[src/verilog/neuralNetPkg.sv]
package neuralNetPkg;

	// Network sizes.
	localparam int inputCount = 10; // Fan-in of every neuron.
	localparam int hiddenCount = 10;
	localparam int classCount = 4;

	// Cycles from neuron input to neuron output.
	localparam int neuronLatency = 3;

	// Ten weights then the bias for each neuron.
	localparam int wordsPerNeuron = inputCount + 1;
	localparam int outputBase = hiddenCount * wordsPerNeuron; // First output neuron word.
	localparam int weightEntries = (hiddenCount + classCount) * wordsPerNeuron;

	// Single 8-bit words.
	typedef logic signed [7:0] activation;
	typedef logic signed [7:0] weight;

	// One full input vector for a neuron.
	typedef activation [inputCount-1:0] activationVector;

	// Everything a neuron needs besides its inputs.
	typedef struct packed
	{
		weight bias;
		weight [inputCount-1:0] w; // Lane k scales input k.
	} neuronWeights;

	// Configuration write port.
	typedef struct packed
	{
		logic strobe;
		logic [7:0] addr;
		weight data;
	} weightWrite;

	// Winning output class.
	typedef logic [1:0] classIndex;

endpackage

[src/verilog/weightBank.sv]
`timescale 1ns/1ps

module weightBank
	import neuralNetPkg::*;
(
	input logic clk,
	input logic reset,
	input weightWrite cfg,
	output neuronWeights [hiddenCount-1:0] hiddenWeights,
	output neuronWeights [classCount-1:0] outWeights
);

	weight bank [weightEntries];
	logic writeHit;

	// Addresses past the last neuron are dropped.
	assign writeHit = cfg.strobe && (cfg.addr < weightEntries);

	always_ff @(posedge clk)
	begin
		if (reset)
		begin
			for (int i = 0; i < weightEntries; i++)
			begin
				bank[i] <= '0;
			end
		end
		else if (writeHit)
		begin
			bank[cfg.addr] <= cfg.data;
		end
	end

	// Hidden neurons own words 0 to outputBase-1.
	always_comb
	begin
		for (int n = 0; n < hiddenCount; n++)
		begin
			for (int k = 0; k < inputCount; k++)
			begin
				hiddenWeights[n].w[k] = bank[n * wordsPerNeuron + k];
			end
			hiddenWeights[n].bias = bank[n * wordsPerNeuron + inputCount]; // Last word.
		end
	end

	// Output neurons follow right after.
	always_comb
	begin
		for (int n = 0; n < classCount; n++)
		begin
			for (int k = 0; k < inputCount; k++)
			begin
				outWeights[n].w[k] = bank[outputBase + n * wordsPerNeuron + k];
			end
			outWeights[n].bias = bank[outputBase + n * wordsPerNeuron + inputCount];
		end
	end

endmodule

[config.mk]
export PLATFORM = sky130hd
export DESIGN_NAME = weightBank
export DESIGN_NICKNAME = d
export VERILOG_FILES = /design/src/verilog/neuralNetPkg.sv /design/src/verilog/weightBank.sv
export SDC_FILE = /design/constraint.sdc
export NUM_CORES = 1
export LEC_CHECK = 0
export BUFFER_PORTS_ARGS = -buffer_cell sky130_fd_sc_hd__buf_2
export CAP_MARGIN = 10
export CORE_AREA = 2 2 484 486
export CTS_CLUSTER_DIAMETER = 40
export CTS_CLUSTER_SIZE = 16
export DETAILED_ROUTE_END_ITERATION = 6
export DIE_AREA = 0 0 486 488
export GPL_ROUTABILITY_DRIVEN = 0
export SLEW_MARGIN = 20
export SYNTH_ARGS = -nofsm -noshare
export SYNTH_HDL_FRONTEND = slang
export SYNTH_SLANG_ARGS = --single-unit
[constraint.sdc]
create_clock -name clk -period 1.9 [get_ports clk]
set_input_delay 0.38 -clock clk [delete_from_list [all_inputs] [get_ports clk]]
set_output_delay 0.38 -clock clk [all_outputs]
set_load 0.02 [all_outputs]
### Word level (Yosys, flattened, before mapping)

Memory sizes are Yosys's and may differ from the RTL's.
Cells that the tools add are included.
W data, S select, Z words.

* logic and storage cells: 12
* memories: 1
* output and inout bits: 1232
* RAM bits: 1232
* ROM bits: 0
* bits of input ports: 19
* bits in latches: 0
* bits in registers: 0

Memories
* bank: words 154, width 8, read ports 154, clocked after memory_dff 0, write ports 154, line weightBank.sv:13 `weight bank [weightEntries];`

* multipliers: 0
* reduce and logical (&&, ||, !) cells: 2
* shifts and indexed selects: 0
* equal/unequal tests: 0
* order comparisons: 1
* add/subtract/negate cells: 0
* div/mod/pow operators: 0
* multiplexer cells: 8
* bitwise operators: 0

Operators with widths (number)
* $mux W8: 2
* $lt A8 B8 Y1 const B: 1
* $reduce_or A8 Y1: 1
* $mux W1: 6
* $logic_and A1 B1 Y1: 1

### Logic depth before layout (Yosys ltp)

Gate-level depths: netlist of the first run.

* depth after elaboration: 7
* depth in mapped cells: 6
* mapped depth without buffers: 3

### Least setup slack after synthesis of the first run

OpenSTA, ideal clock, no wires.

* path kind: input port to flip-flop
* start point: input cfg[11] (netlist bit)
* end point: memory bank[123][0] (netlist bit), enable pin
* data arrival time: 1.673 ns
* cell stages on the path: 6
* buffers on the path: 3
* data required time: 1.525 ns
* slack: -0.147 ns
* setup time: 0.375 ns
* cells stage by stage: clkbuf_1 -> nor2b_1 -> buf_2 -> buf_2 -> nand2_1 -> o21bai_1

RTL lines
* start, declared: line weightBank.sv:8 `input weightWrite cfg,`
* end, declared: line weightBank.sv:13

==> metrics.md, run 1 <==
| Metric | Value |
|---|---|
| Status | finished with violations |
| Failing checks | setup timing |
| Clk network pwr share | 47.5% |
| Mapped cell area | 44700 µm² |
| Placed Area | 61200 µm² |
| Synth Net Count | a little over 3000 |
| CP bufs+invs | 1 |
| RSZ-0062 raised after global routing | true |
| # DRC | 0 |
| Hold_ws | 0.236 ns |
| Measured slew at the worst slew-check pin | 0.888 ns |
| WP data required | 1.52 ns |
| Ys Warns | 0 |
| Post-synth top area cell | edfxtp_1 |
| Max Cap Viol | 0 |
| Period utilization | 102% |
| Busiest layer in global routing | met2 |
| Setup Viol. Count Final | 4 |
| CP endpoint kind | primary output |
| Net Sw Power | 19.5 mW |
| Comb power frac | 9.1% |
| Die width | about 500 µm |
| Critical path startpoint category | register |
| Crit path max-delay cell type | edfxtp_1 |
| Ranking of synthesized cells by area | edfxtp_1, nor2_1, a21o_1, nand3_1, buf_2 |
| Max transition margin | roughly two fifths |
| Post-Route WL | 234 mm |
| Critical path type | reg -> out |
| Initial antenna violation count | 19 |
| Row count | 177 |
| Synth top area share | 82.8% |
| Via-per-instance ratio | 4.25 |
| Die ar. | 237000 µm² |
| Worst endpoint data arrival time | 1.55 ns |
| Routed Antenna Nets | 0 |
| Netlist cell types | 22 |
| CTS Root Cell | clkbuf_16 |
| Setup Fix Bufs, Post-CTS | 0 |
| Vias in the first global route | approximately 34000 |
| Routing usage on met1 | between 20% and 30% |
| Vias | roughly 34000 |
| Leakage | 25.4 nW |
| Critical-path maximum fanout | 1 |
| Met3 GRT Util | 6.48% |
| CP delay by family, top | flip-flops |
| Worst path cell trace | buf_6 |
| Largest net degree at the start of global routing | 80 |
| Place WS | -0.998 ns |
| Die Y | just under 500 µm |
| EDFF count, synth | 1232 |
| CTS H-Tree Depth | 4 |
| Final hold violation count | 0 |
| TritonRoute pass-1 iters | 5 |
| Count leader, synth | nor2_1 |
| Synth Area per Inst | ~15 µm² |
| Hold buffer count at CTS | 0 |
| Max FFs per register | between 1000 and 1500 |
| Count of input and output buffers | 1250 |
| Layout cells sized above 1 | ~44% |
| FMAX | ~520 MHz |
| Mapped Cells | slightly above 3000 |
| Max-slew violations | 0 |
| CTS Buffer Depth | 3 |
| Placed Instances | 7649 |
| Synth Register Bits | 1232 |
| CTS tree | yes |
| Nets | 4813 |
| DR iter-0 viols | 3226 |
| Int Power | 53.7 mW |
| Top Ports | around 1300 |
| Area growth from synthesis to layout | 52.9% |
| Commonest cells in the netlist | nor2_1, edfxtp_1, clkbuf_1, a21o_1, nand3_1 |
| Grt ovf | 0 |
| GRT Overall Usage | 19.0% |
| Final Util | between 20% and 30% |
| WL/cell | 29.2 µm |
| Sw frac | 26.6% |
| Clock sinks | about 1200 |
| Flop pwr share | 43.5% |
| Largest regs | bank: 1232 flops |
| Hold Crit Class | in -> reg |
| Initial Util | 19.3% |
| Final setup margin | -0.0301 ns |
| CTS buffer count | 186 |
| Fin cells | 8010 |
| Fillers | 23312 |
| Met2 Usage GRT | 31.9% |
| Total core area | 232000 µm² |
| First-pass GRT wire length | roughly 300 mm |
| Share of flip-flops with an asynchronous set or reset | 0% |
| Pwr dens | 1070 nW/µm² |
| Top reg by flops | bank |
| Sequential fraction of the synthesis area | around 83% |
| Hpwl dp | 183 mm |
| CTS clock-pin slew for the worst setup and hold paths | 0.07 ns |
| Peak supply drop | 1.15 mV |
| Most common flop cell mapped by yosys | edfxtp_1 |
| Slowest stage delay, CP | 0.53 ns |
| Tmin final | roughly 1.9 ns |
| Finished Cell Area | 68300 µm² |
cell type report:
type	instances	area, µm²	area share, %
Timing Repair Buffer	1797	13900	20.4
Tap cell	3043	3810	5.57
Multi-Input combinational cell	1577	7170	10.5
Clock inverter	151	1670	2.45
Antenna cell	12	30.0	0.0439
Clock buffer	198	4740	6.94
Sequential cell	1232	37000	54.1
kinds of logic (layout without fill, tap and decap cells):
| logic type | after synthesis | in the layout | synth area share [%] |
|---|---|---|---|
| other cells | 0 | 12 | 0 |
| compound gates | 155 | 155 | 2.60 |
| flops | 1232 | 1232 | 82.8 |
| buf+inv | 219 | 2146 | 2.11 |
| simple gates | 1422 | 1422 | 12.5 |
power by group through the flow:
stage	registers (mW)	clock network (mW)	logic, mW
5_1_grt	31.9	36.3	6.89
4_1_cts	31.9	35.2	6.73
3_5_place_dp	32.4	0	6.57
2_1_floorplan	34.0	0	0.873
6_report	31.8	34.8	6.63
3_3_place_gp	32.3	0	6.56
stage by stage:
stage | power, mW | TNS [ns]
floorplan | 34.9 | -12.64
global placement | 38.9 | -606.41
detailed placement | 38.9 | -590.56
CTS | 73.8 | -2.29
global route | 75.1 | -1.74
finish | 73.3 | -0.0686
what timing repair did:
| action | CTS | global route |
|---|---|---|
| gates cloned | 0 | 0 |
| setup endpoints to repair | 177 | 64 |
| pin swaps | 0 | 0 |
| gates resized for setup | 225 | 8 |
cells in the final DEF, fill, tap and decap left out, types with 20 or more instances in the layout:
cell type | netlist | final
buf_6 | 0 | 100
clkbuf_16 | 0 | 188
clkinvlp_4 | 0 | 20
buf_12 | 0 | 228
nand2_1 | 42 | 35
nor2_1 | 1241 | 1233
buf_4 | 0 | 346
o21bai_2 | 0 | 33
nand3_1 | 102 | 99
a21o_1 | 108 | 98
buf_2 | 95 | 1119
inv_6 | 0 | 33
edfxtp_1 | 1232 | 1232
path summary, 6_finish.rpt:
path                                    end                        from  depth (start not counted)
setup / recovery            outWeights[334]  bank[151][6]$_SDFFCE_PN0P_                          1
hold / removal    bank[89][5]$_SDFFCE_PN0P_                      cfg[5]                          4
metal layers:
metal | up-vias | routed length [µm]
li1 | 14208 | -
met1 | 17166 | 83600
met2 | 2320 | 113000
met3 | 357 | 24500
met4 | 0 | 12100
met5 | - | 0
Power figures use the tool's default switching activity.
==> inputs of run 2 (changes only) <==
==> constraint.sdc (replaced) <==
create_clock -name clk -period 1.9 [get_ports clk]
set_input_delay 0.38 -clock clk [delete_from_list [all_inputs] [get_ports clk]]
set_output_delay 0.38 -clock clk [all_outputs]
set_load 0.1 [all_outputs]
==> run 2 against run 1 <==
Effect of this change:
- the run ends with DRC, setup timing left
- sequential share of layout area down 5.4 points
- critical path type unchanged
- first-iteration DRC count is 0.96% lower
- sequential power up 1%
- critical path depth is the same
- hold slack worse by 0.040 ns
- sequential cell count is the same
==> metrics.md, run 2 (synthesized netlist as in run 1, its figures left out) <==
| Metric | Value |
|---|---|
| Status | finished with violations |
| Failing checks | DRC, setup timing |
| DR top layer | met4 |
| Area growth from synthesis to layout | 69.9% |
| Die width | 486 µm |
| Count of input and output buffers | 1250 |
| Peak supply drop | 1.01 mV |
| Vias | 34402 |
| Hold Crit Class | in -> reg |
| Max-slew violations | 0 |
| Max Cap Viol | 0 |
| Post-CTS sizing | 2415 |
| Setup Viol. Count Final | 49 |
| Critical path depth | 1 |
| Post-Route WL | 239 mm |
| M1 wire length | about 82 mm |
| Worst Hold End | bank[73][5]$_SDFFCE_PN0P_ |
| Die ar. | 237000 µm² |
| CP endpoint kind | primary output |
| Finished Cell Area | 75900 µm² |
| CTS H-Tree Depth | 4 |
| Nets | 4822 |
| Placed Area | 61300 µm² |
| Largest regs | bank: 1232 flops |
| WL met2 | 116 mm |
| # DRC | 3 |
| Final hold violation count | 0 |
| Hold buffer count at CTS | 0 |
| Top reg by flops | bank |
| Critical-path maximum fanout | 1 |
| Grt ovf | 0 |
| Row count | 177 |
| First-pass GRT wire length | 312 mm |
| Routed met3 length | 26.1 mm |
| CP delay by family, top | flip-flops |
| CTS Root Cell | clkbuf_16 |
| Clock sinks | 1232 |
| Total core area | about 230000 µm² |
| WP data required | 1.52 ns |
| Commonest non-fill, non-tap cell in the layout | nor2_1 |
| Measured slew at the worst slew-check pin | 0.798 ns |
| CTS clock-pin slew for the worst setup and hold paths | ~0.07 ns |
| Worst endpoint data arrival time | 1.62 ns |
| CTS Buffer Depth | 3 |
| Final setup margin | -0.0986 ns |
| CTS tree | yes |
| Tmin final | 2.00 ns |
| Worst path cell trace | buf_8 |
| DR iter-0 viols | 3195 |
| Setup Fix Bufs, Post-CTS | 0 |
| Final TNS setup | -1.72 ns |
| Initial antenna violation count | 19 |
| Hold path startpoint | cfg[5] |
| Pwr dens | 1120 nW/µm² |
| Max FFs per register | ~1200 |
| Final Util | roughly 33% |
| RSZ-0062 raised after global routing | true |
| Slowest stage delay, CP | between 0.5 and 0.6 ns |
| Crit path max-delay cell type | edfxtp_1 |
| WL/cell | a little under 30 µm |
| Layout cells sized above 1 | approximately 45% |
| Hpwl dp | around 180 mm |
| Largest net degree at the start of global routing | 80 |
| Leakage | roughly 28 nW |
| TritonRoute pass-1 iters | 7 |
| Routed Antenna Nets | 0 |
| Die Y | about 490 µm |
| WHS Path Cells | 4 |
| Vias in the first global route | 34853 |
| Top Ports | between 1000 and 1500 |
| GRT Overall Usage | 19.5% |
| Via-per-instance ratio | around 4.3 |
| CTS buffer count | 187 |
| Period utilization | 105% |
| CP bufs+invs | 1 |
| Critical path type | reg -> out |
| Critical path startpoint category | register |
| Max transition margin | between 40% and 50% |
| FMAX | 500 MHz |
| Most frequent cells in the layout | nor2_1, edfxtp_1, buf_6 |
| Initial Util | 19.3% |
run 2: report_power, final:
| group | switching, mW | total (mW) | internal [mW] |
|---|---|---|---|
| clock | 15.0 | 36.4 | 21.4 |
| sequential | 0.931 | 32.2 | 31.3 |
| combinational | 13.1 | 16.8 | 3.67 |
run 2: cell type report:
class                   instances  area [µm²]
repair buffers               1805       21200
flip-flops and latches       1232       37000
clock buffers                 201        4750
well taps                    3043        3810
fillers                     22244      156000
multi-input cells            1577        7170
diodes                          7        17.5
clock inverters               154        2050
run 2: stage by stage:
| stage | instances | setup slack [ns] | hold slack (ns) | power [mW] |
|---|---|---|---|---|
| 2_1_floorplan | 3028 | -0.147 | 0.808 | 43.4 |
| 3_3_place_gp | 7657 | -0.973 | 0.999 | 47.4 |
| 3_5_place_dp | 7657 | -1.02 | 0.994 | 47.5 |
| 4_1_cts | 8012 | -0.185 | 0.128 | 85.8 |
| 5_1_grt | 8019 | -0.150 | 0.177 | 87.4 |
| 6_report | 8019 | -0.0986 | 0.195 | 85.4 |
run 2: worst max path at each step:
stage                                           from                         end  slack, ns
after floorplan                              cfg[11]  bank[123][0]$_SDFFCE_PN0P_      -0.15
after global placement                       cfg[15]    bank[5][1]$_SDFFCE_PN0P_      -0.97
after detailed placement                     cfg[15]   bank[10][5]$_SDFFCE_PN0P_      -1.02
after CTS                  bank[52][3]$_SDFFCE_PN0P_          hiddenWeights[419]      -0.18
after global routing      bank[132][4]$_SDFFCE_PN0P_             outWeights[180]      -0.15
final                     bank[122][4]$_SDFFCE_PN0P_             outWeights[100]       -0.1
run 2: layer usage:
metal | up-vias | track usage (%)
met5 | - | 0
met4 | 0 | 10.8
met3 | 461 | 7.04
met2 | 2415 | 32.9
met1 | 17289 | 21.2
li1 | 14237 | -
