===== src/verilog/neuralNetPkg.sv =====
package neuralNetPkg;

	// Network sizes.
	localparam int inputCount = 10; // Fan-in of every neuron.
	localparam int hiddenCount = 10;
	localparam int classCount = 4;

	// Cycles from neuron input to neuron output.
	localparam int neuronLatency = 3;

	// Ten weights then the bias for each neuron.
	localparam int wordsPerNeuron = inputCount + 1;
	localparam int outputBase = hiddenCount * wordsPerNeuron; // First output neuron word.
	localparam int weightEntries = (hiddenCount + classCount) * wordsPerNeuron;

	// Single 8-bit words.
	typedef logic signed [7:0] activation;
	typedef logic signed [7:0] weight;

	// One full input vector for a neuron.
	typedef activation [inputCount-1:0] activationVector;

	// Everything a neuron needs besides its inputs.
	typedef struct packed
	{
		weight bias;
		weight [inputCount-1:0] w; // Lane k scales input k.
	} neuronWeights;

	// Configuration write port.
	typedef struct packed
	{
		logic strobe;
		logic [7:0] addr;
		weight data;
	} weightWrite;

	// Winning output class.
	typedef logic [1:0] classIndex;

endpackage


===== src/verilog/maxSelect.sv =====
`timescale 1ns/1ps

module maxSelect
	import neuralNetPkg::*;
(
	input logic clk,
	input logic reset,
	input activation [classCount-1:0] scoresIn,
	input logic scoresInValid,
	output activation [classCount-1:0] scores,
	output classIndex classId,
	output logic outValid
);

	classIndex bestIndex;
	activation bestScore;

	// Strict greater-than keeps the lowest index on a tie.
	always_comb
	begin
		bestIndex = '0;
		bestScore = scoresIn[0];
		for (int c = 1; c < classCount; c++)
		begin
			if (scoresIn[c] > bestScore)
			begin
				bestIndex = classIndex'(c);
				bestScore = scoresIn[c];
			end
		end
	end

	always_ff @(posedge clk)
	begin
		if (reset)
		begin
			scores <= '0;
			classId <= '0;
			outValid <= 1'b0;
		end
		else
		begin
			outValid <= scoresInValid;
			if (scoresInValid)
			begin
				scores <= scoresIn; // Held until the next vector.
				classId <= bestIndex;
			end
		end
	end

endmodule


===== config.mk =====
export PLATFORM = sky130hd
export DESIGN_NAME = maxSelect
export DESIGN_NICKNAME = d
export VERILOG_FILES = /design/src/verilog/neuralNetPkg.sv /design/src/verilog/maxSelect.sv
export SDC_FILE = /design/constraint.sdc
export NUM_CORES = 1
export LEC_CHECK = 0
export BUFFER_PORTS_ARGS = -buffer_cell sky130_fd_sc_hd__buf_2
export CORE_ASPECT_RATIO = 0.7
export CORE_MARGIN = 4
export CORE_UTILIZATION = 40
export DETAILED_ROUTE_END_ITERATION = 10
export HOLD_SLACK_MARGIN = 0.02
export PLACE_DENSITY = 0.65
export SYNTH_ARGS = -nofsm -noshare
export SYNTH_HDL_FRONTEND = slang
export SYNTH_SLANG_ARGS = --single-unit

===== constraint.sdc =====
create_clock -name clk -period 10.2 [get_ports clk]
set_clock_uncertainty 0.05 [all_clocks]
set_input_delay 0.51 -clock clk [delete_from_list [all_inputs] [get_ports clk]]
set_output_delay 0.51 -clock clk [all_outputs]
set_load 0.02 [all_outputs]

# Word-level counts from Yosys, hierarchy flattened
# Cells that the tools add are included.
dict set report word_totals {
  output_inout_bits 35
  input_bits 35
  reg_bits 35
  word_cells 14
}
dict set report classes {
  muxes 5
  order_cmp 3
}
# operator count
set ops {}
lappend ops {{$gt 8x8->1} 3}
lappend ops {{$mux 8} 2}
lappend ops {{$mux 2} 2}
lappend ops {{$mux 1} 1}

# Logic depth before layout (Yosys ltp)
# Gate-level depths: netlist of the first run.
dict set report depth {
  depth_word 6
  ltp_mapped 22
  ltp_nobuf 21
}

# Worst setup path before layout of the first run
# OpenSTA, ideal clock, no wires.
dict set report synth_path {
  path_kind {input port to flip-flop}
  start {in scoresIn[7] in the netlist's numbering}
  end {reg classId[1]}
  path_slack_ns 5.465
  required_ns 10.013
  stages 21
  setup_time_ns 0.137
  n_path_buf 2
  t_arrival_ns 4.547
  path_cell_list {inv_1 -> ha_1 -> nand4_2 -> o22ai_1 -> a311oi_1 -> mux2_1 -> buf_6 -> mux2i_1 -> ha_1 -> and4_1 -> a22oi_1 -> nand3_1 -> o21bai_1 -> clkbuf_1 -> nor2_1 -> a21o_1 -> ha_1 -> nor4bb_1 -> o21ai_0 -> o21ai_0 -> a211oi_1}
}
dict set report synth_between {
  elab_chain_cells 6
}
# item line_no
set synth_rtl {}
lappend synth_rtl {{start: declaration} maxSelect.sv:8} ;# input activation [classCount-1:0] scoresIn,
lappend synth_rtl {{$gt 8x8->1} maxSelect.sv:25} ;# if (scoresIn[c] > bestScore)
lappend synth_rtl {{$mux 8 *} maxSelect.sv:25}
lappend synth_rtl {{$gt 8x8->1} maxSelect.sv:25}
lappend synth_rtl {{$mux 8} maxSelect.sv:25}
lappend synth_rtl {{$gt 8x8->1} maxSelect.sv:25}
lappend synth_rtl {{$mux 2 *} maxSelect.sv:25}
lappend synth_rtl {{end signal: assignment} maxSelect.sv:47} ;# classId <= bestIndex;
lappend synth_rtl {{end: declaration} maxSelect.sv:11} ;# output classIndex classId,
# Mark *: on every way between the ends. The rest lies on a longest branch, timed or not.
# A chain may end at the register's enable or synchronous reset.

# Worst setup path in the final report of the first run
dict set report layout_path {
  start {in scoresIn[3] in the netlist's numbering}
  end {reg classId[1]}
}
# Same word-level chain as after synthesis.

==> results.py, run 1 <==
metrics = {
    "run_status": {
        "status": "complete, no violations",
    },
    "power": {
        "peakVddDrop_uv": 62.2,
        "p_total_mw": 0.388,
        "p_per_area_nw_per_um2": 156,
        "leakage_nw": 1.37,
    },
    "timing": {
        "fmax_mhz": 178,
        "setup_viol": 0,
        "rsz0062_at_grt": "false",
        "drv_slew": 0,
        "relSlewSlack_pct": 22.6,
        "fin_crit_sh_pct": 55.0,
        "tns_ps": 0,
        "final.hold.worst_slack_ps": 437,
        "final-hold-violation-count": 0,
        "max_slew.worst_pin.slew_ps": 1160,
        "finalCriticalPeriod_ps": 5610,
    },
    "drt": {
        "vias": 1688,
        "routed_wl_um": 4920,
        "dr.first_iter.drc_count": 74,
        "wl_per_cell_um": 14.0,
        "first_pass_iters": 4,
        "drc": 0,
        "ant_nets": 0,
        "vias_per_cell": 4.81,
    },
    "logic_synthesis": {
        "synth_seq_cells": 35,
        "ys_types": 26,
        "ys_warn_count": 0,
        "synth-edff-count": 0,
        "yosysSeqAreaShare_pct": 35.2,
        "synth_nets": 274,
        "syn_area_um2": 1990,
        "syn_avg_cell_area_um2": 9.25,
        "synth_area_leader_cell": "dfxtp_1",
        "syn_inst": 215,
        "synthFlopType": "dfxtp_1",
        "synth_top_area_share_pct": 35.2,
        "async_reset_ff_share_pct": 0,
        "ys_top_cells_by_area": "dfxtp_1, mux2i_1, ha_1, nor2_1, inv_1",
    },
    "clocking": {
        "root_buffer": "clkbuf_8",
        "cts_tree": "done",
        "htreeDepth": 2,
        "clk_latency_ps": 280,
        "holdBufCountCts": 0,
        "cts_setup_buffers": 0,
        "cts_resized": 0,
        "cts.sinks": 35,
        "cts.clk_slew.worst_paths_ps": 70,
        "cts_buffer_depth": 2,
        "cts_buffers": 5,
    },
    "final_layout": {
        "n_antenna_cell": 0,
        "fin_area_um2": 2490,
        "area_growth_pct": 25.4,
        "stdcell_count": 351,
        "num-nets-final": 340,
        "fillCellCount": 465,
        "drive_gt1_share_pct": 28.4,
    },
    "floorplanning": {
        "core_um2": 4780,
        "io_pins": 70,
        "die_w_um": 92.3,
        "die_h_um": 67.0,
        "rows": 21,
        "initial_core_util_pct": 41.6,
        "dieArea_um2": 6180,
    },
    "global_route": {
        "overflow": 0,
        "gr-usage-all-layers_pct": 16.7,
        "antenna_found_initial": 0,
        "grt_first_pass_wirelength_um": 8110,
        "first_global_vias": 1703,
        "grt_max_degree": 38,
    },
    "job": {
        "maxCapViolations": 0,
    },
    "placement": {
        "portBuffers": 69,
        "dp.final_hpwl_um": 3820,
        "gp_congestion": 0.817,
        "dpl.cell_count": 343,
        "place_area_um2": 2370,
    },
    "critical_path": {
        "worstSetupPathType": "input port to flop",
        "crit_arrival_ps": 5670,
        "critPathMaxFanout": 17,
        "crit_required_ps": 10260,
        "r2r_slack_ps": 9440,
        "cp-end-kind": "flop",
        "cp-start-kind": "input port",
    },
    "hold_path": {
        "hp-class": "flop to flop",
    },
}
==> through the flow <==
| stage | utilization (%) | setup WS, ps |
|---|---|---|
| 3_3_place_gp | 49.7 | 4540 |
| 6_report | 52.1 | 4590 |
| 5_1_grt | 52.1 | 4080 |
| 4_1_cts | 52.1 | 4680 |
| 3_5_place_dp | 49.7 | 4390 |
| 2_1_floorplan | - | 5470 |
==> kinds of logic after synthesis <==
group                    share of synthesized area [%]
AO/OA/AOI/OAI                                     9.38
adder cells (fa/ha/maj)                           15.1
flip-flops                                        35.2
AND/OR/NAND/NOR                                   13.1
buffers and inverters                             5.47
multiplexers                                      21.7
==> worst max-delay path, cell delays in order <==
cell and delay, ps:
buf_2 130, inv_1 50, ha_1 330, a21oi_1 160, o22ai_1 90, a311oi_1 310, mux2_1 560, mux2i_1 380
ha_1 310, and4_1 210, a22oi_1 180, nand3_1 110, o21bai_1 900, nor2_1 80, a21o_1 200, ha_1 290
nor2b_1 140, o21a_1 160, o21ai_0 150, a21oi_1 90, o21ai_0 230, a211oi_1 110
==> state kept, by name, indices dropped and copies added (netlist names) <==
signal    count
scores       32
outValid      1
classId       2
==> layout by cell type (no fill, tap or decap), drive strengths merged, types with 5 or more instances in the layout <==
cell    count
buf        69
o21ai       5
dfxtp      35
mux2i      39
ha         24
clkbuf      6
a21o        8
inv        17
nor2       42
a21oi       6
==> cell type report <==
| type | instances | area (um2) | area share, % |
|---|---|---|---|
| clock buffer | 6 | 82.6 | 3.31 |
| clock inverter | 2 | 35.0 | 1.41 |
| inverter | 17 | 63.8 | 2.56 |
| multi-input combinational | 153 | 1180 | 47.3 |
| sequential | 35 | 701 | 28.1 |
| tap | 69 | 86.3 | 3.46 |
| timing repair buffer | 69 | 345 | 13.9 |
==> report_power, final <==
group          internal [mW]  switching, mW
Clock                 0.0791         0.0486
Combinational         0.0476         0.0633
Sequential             0.145        0.00412
Total                  0.272          0.116
==> Yosys cell counts, types with 3 or more instances <==
library cell  count
dfxtp_1          35
mux2i_1          39
nor2_1           42
nand2_1           3
ha_1             24
inv_1            17
o21ai_0           5
nor2b_1           3
o22ai_1           4
clkbuf_1          9
a21o_1            8
nand4_1           3
a21oi_1           6
==> worst paths after layout <==
path                                 from                       to  depth (start not counted)
setup reg to reg  classId[0]$_SDFFE_PP0P_  classId[0]$_SDFFE_PP0P_                          2
hold reg to reg   scores[16]$_SDFFE_PP0P_  scores[16]$_SDFFE_PP0P_                          2
hold / removal    scores[16]$_SDFFE_PP0P_  scores[16]$_SDFFE_PP0P_                          2
setup / recovery              scoresIn[3]  classId[1]$_SDFFE_PP0P_                         22
==> per-layer routing <==
metal / up-vias / wire [um] / GRT usage, % / part of all wire (%)
li1: 873 / - / - / -
met1: 754 / 2580 / 23.4 / 52
met2: 57 / 1950 / 24.5 / 40
met3: 4 / 349 / 5.64 / 7.1
met4: 0 / 43 / 4.07 / 0.87
met5: - / 0 / 0 / 0
Power figures use the tool's default switching activity.
==> run 2: changes to the inputs <==
clock period = 5.9 ns   (was 10.2 ns; I/O delays follow)
==> run 2 against run 1 <==
  * Sequential power grew 72%
  * Die area is the same
  * Combinational power increased by 74%
  * First-iteration DRC count fell by 41%
  * Global-route usage fell by 0.34 points
  * Sequential cell count is the same
  * Critical path type unchanged
  * Largest cell class unchanged
==> results.py, run 2 (same netlist as run 1, synthesis figures left out) <==
metrics = {
    "floorplanning": {
        "die_h_um": 67.0,
        "initial_core_util_pct": 41.6,
        "rows": 21,
        "dieArea_um2": 6180,
        "core_um2": 4780,
        "die_w_um": 92.3,
        "io_pins": 70,
    },
    "critical_path": {
        "crit_arrival_ps": 4930,
        "cp-start-kind": "input port",
        "r2r_start": "classId[1]$_SDFFE_PP0P_",
        "reg2reg_to": "classId[1]$_SDFFE_PP0P_",
        "cp-end-kind": "flop",
        "critPathMaxFanout": 14,
        "crit_required_ps": 5990,
        "crit_start": "scoresIn[3]",
        "r2r_cells": 2,
        "r2r_slack_ps": 5170,
        "worstSetupPathType": "input port to flop",
    },
    "hold_path": {
        "hp-class": "input port to flop",
        "whs_endpoint": "scores[27]$_SDFFE_PP0P_",
        "hp-start": "scoresIn[27]",
        "min_path_cells": 3,
    },
    "drt": {
        "vias": 1721,
        "ant_nets": 0,
        "routed_wl_um": 4820,
        "vias_per_cell": 4.89,
        "dr.first_iter.drc_count": 44,
        "wl_per_cell_um": 13.7,
        "first_pass_iters": 4,
        "drc": 0,
    },
    "clocking": {
        "holdBufCountCts": 0,
        "cts_setup_buffers": 0,
        "cts_buffer_depth": 2,
        "cts_resized": 0,
        "cts.clk_slew.worst_paths_ps": 70,
        "root_buffer": "clkbuf_8",
        "cts.sinks": 35,
        "clk_latency_ps": 280,
        "htreeDepth": 2,
        "cts_buffers": 5,
        "cts_tree": "done",
    },
    "placement": {
        "dp.final_hpwl_um": 3700,
        "portBuffers": 69,
        "pre_cts_ws_ps": 801,
        "gp_congestion": 0.794,
    },
    "timing": {
        "relSlewSlack_pct": 31.8,
        "tns_ps": 0,
        "fin_crit_sh_pct": 82.0,
        "max_slew.worst_pin.slew_ps": 1020,
        "final-hold-violation-count": 0,
        "drv_slew": 0,
        "setup_viol": 0,
        "rsz0062_at_grt": "false",
        "setup_ws_ps": 1060,
        "fmax_mhz": 207,
        "final.hold.worst_slack_ps": 215,
        "finalCriticalPeriod_ps": 4840,
    },
    "power": {
        "peakVddDrop_uv": 125,
        "p_per_area_nw_per_um2": 259,
        "leakage_nw": 1.36,
    },
    "global_route": {
        "first_global_vias": 1594,
        "antenna_found_initial": 0,
        "overflow": 0,
        "gr-usage-all-layers_pct": 16.3,
        "grt_max_degree": 38,
        "grt_first_pass_wirelength_um": 7850,
    },
    "final_layout": {
        "final_cell_mix": "buf_2, nor2_1, mux2i_1",
        "regMostFlops": "scores",
        "largest_reg_flops": 32,
        "layout_commonest_cell": "buf_2",
        "top_regs": "scores (32), classId (2), outValid (1)",
        "n_antenna_cell": 0,
        "area_growth_pct": 24.9,
        "num-nets-final": 341,
        "drive_gt1_share_pct": 28.3,
    },
    "run_status": {
        "status": "complete, no violations",
    },
    "job": {
        "maxCapViolations": 0,
    },
}
## run 2: cell types whose count changed in the layout (fill, tap and decap cells not counted)
cell	previous run	this run
buf_4	0	1
bufinv_16	1	0
clkbuf_1	0	1
clkbuf_8	6	7
clkinv_2	1	0
## run 2: cell type report
type | instances | area, um2
fillers | 464 | 2300
repair buffers | 70 | 353
multi-input cells | 153 | 1180
inverters | 17 | 63.8
flip-flops and latches | 35 | 701
well taps | 69 | 86.3
clock buffers | 8 | 100
## run 2: critical path, stage by stage
cell and delay [ps]:
buf_2 130, inv_1 50, ha_1 330, a21oi_1 160, o22ai_1 90, a311oi_1 300, mux2_1 560, mux2i_1 380
ha_1 310, and4_1 200, a22oi_1 180, nand3_1 100, o21bai_1 320, buf_4 260, nor2_1 60, a21o_1 150
ha_1 300, nor4bb_1 250, o21ai_0 110, o21ai_0 270, a211oi_1 110
## run 2: worst max-delay path by stage
stage and to:
3_3_place_gp classId[1]$_SDFFE_PP0P_, 4_1_cts classId[1]$_SDFFE_PP0P_, 5_1_grt classId[1]$_SDFFE_PP0P_, 3_5_place_dp classId[1]$_SDFFE_PP0P_, 2_1_floorplan classId[1]$_SDFFE_PP0P_, 6_report classId[1]$_SDFFE_PP0P_
## run 2: through the flow
step | std cells | power [mW] | instance area [um2] | util, %
after floorplan | 215 | 0.399 | 1990 | -
after global placement | 344 | 0.454 | 2380 | 49.8
after detailed placement | 344 | 0.456 | 2380 | 49.8
after CTS | 352 | 0.650 | 2480 | 51.9
after global routing | 352 | 0.686 | 2480 | 51.9
final | 352 | 0.642 | 2480 | 51.9
## run 2: power breakdown
part	total [mW]	internal, mW	switching (mW)
Sequential	0.258	0.251	0.00689
Clock	0.190	0.107	0.0838
Combinational	0.193	0.0842	0.109
Total	0.642	0.442	0.200
## run 2: metal layers
| metal | vias to the layer above | routed length [um] | GRT usage (%) |
|---|---|---|---|
| met1 | 781 | 2620 | 24.6 |
| met2 | 58 | 1840 | 21.6 |
| met3 | 5 | 312 | 4.63 |
| met5 | - | 0 | 0 |
| met4 | 0 | 48 | 5.56 |
| li1 | 877 | - | - |
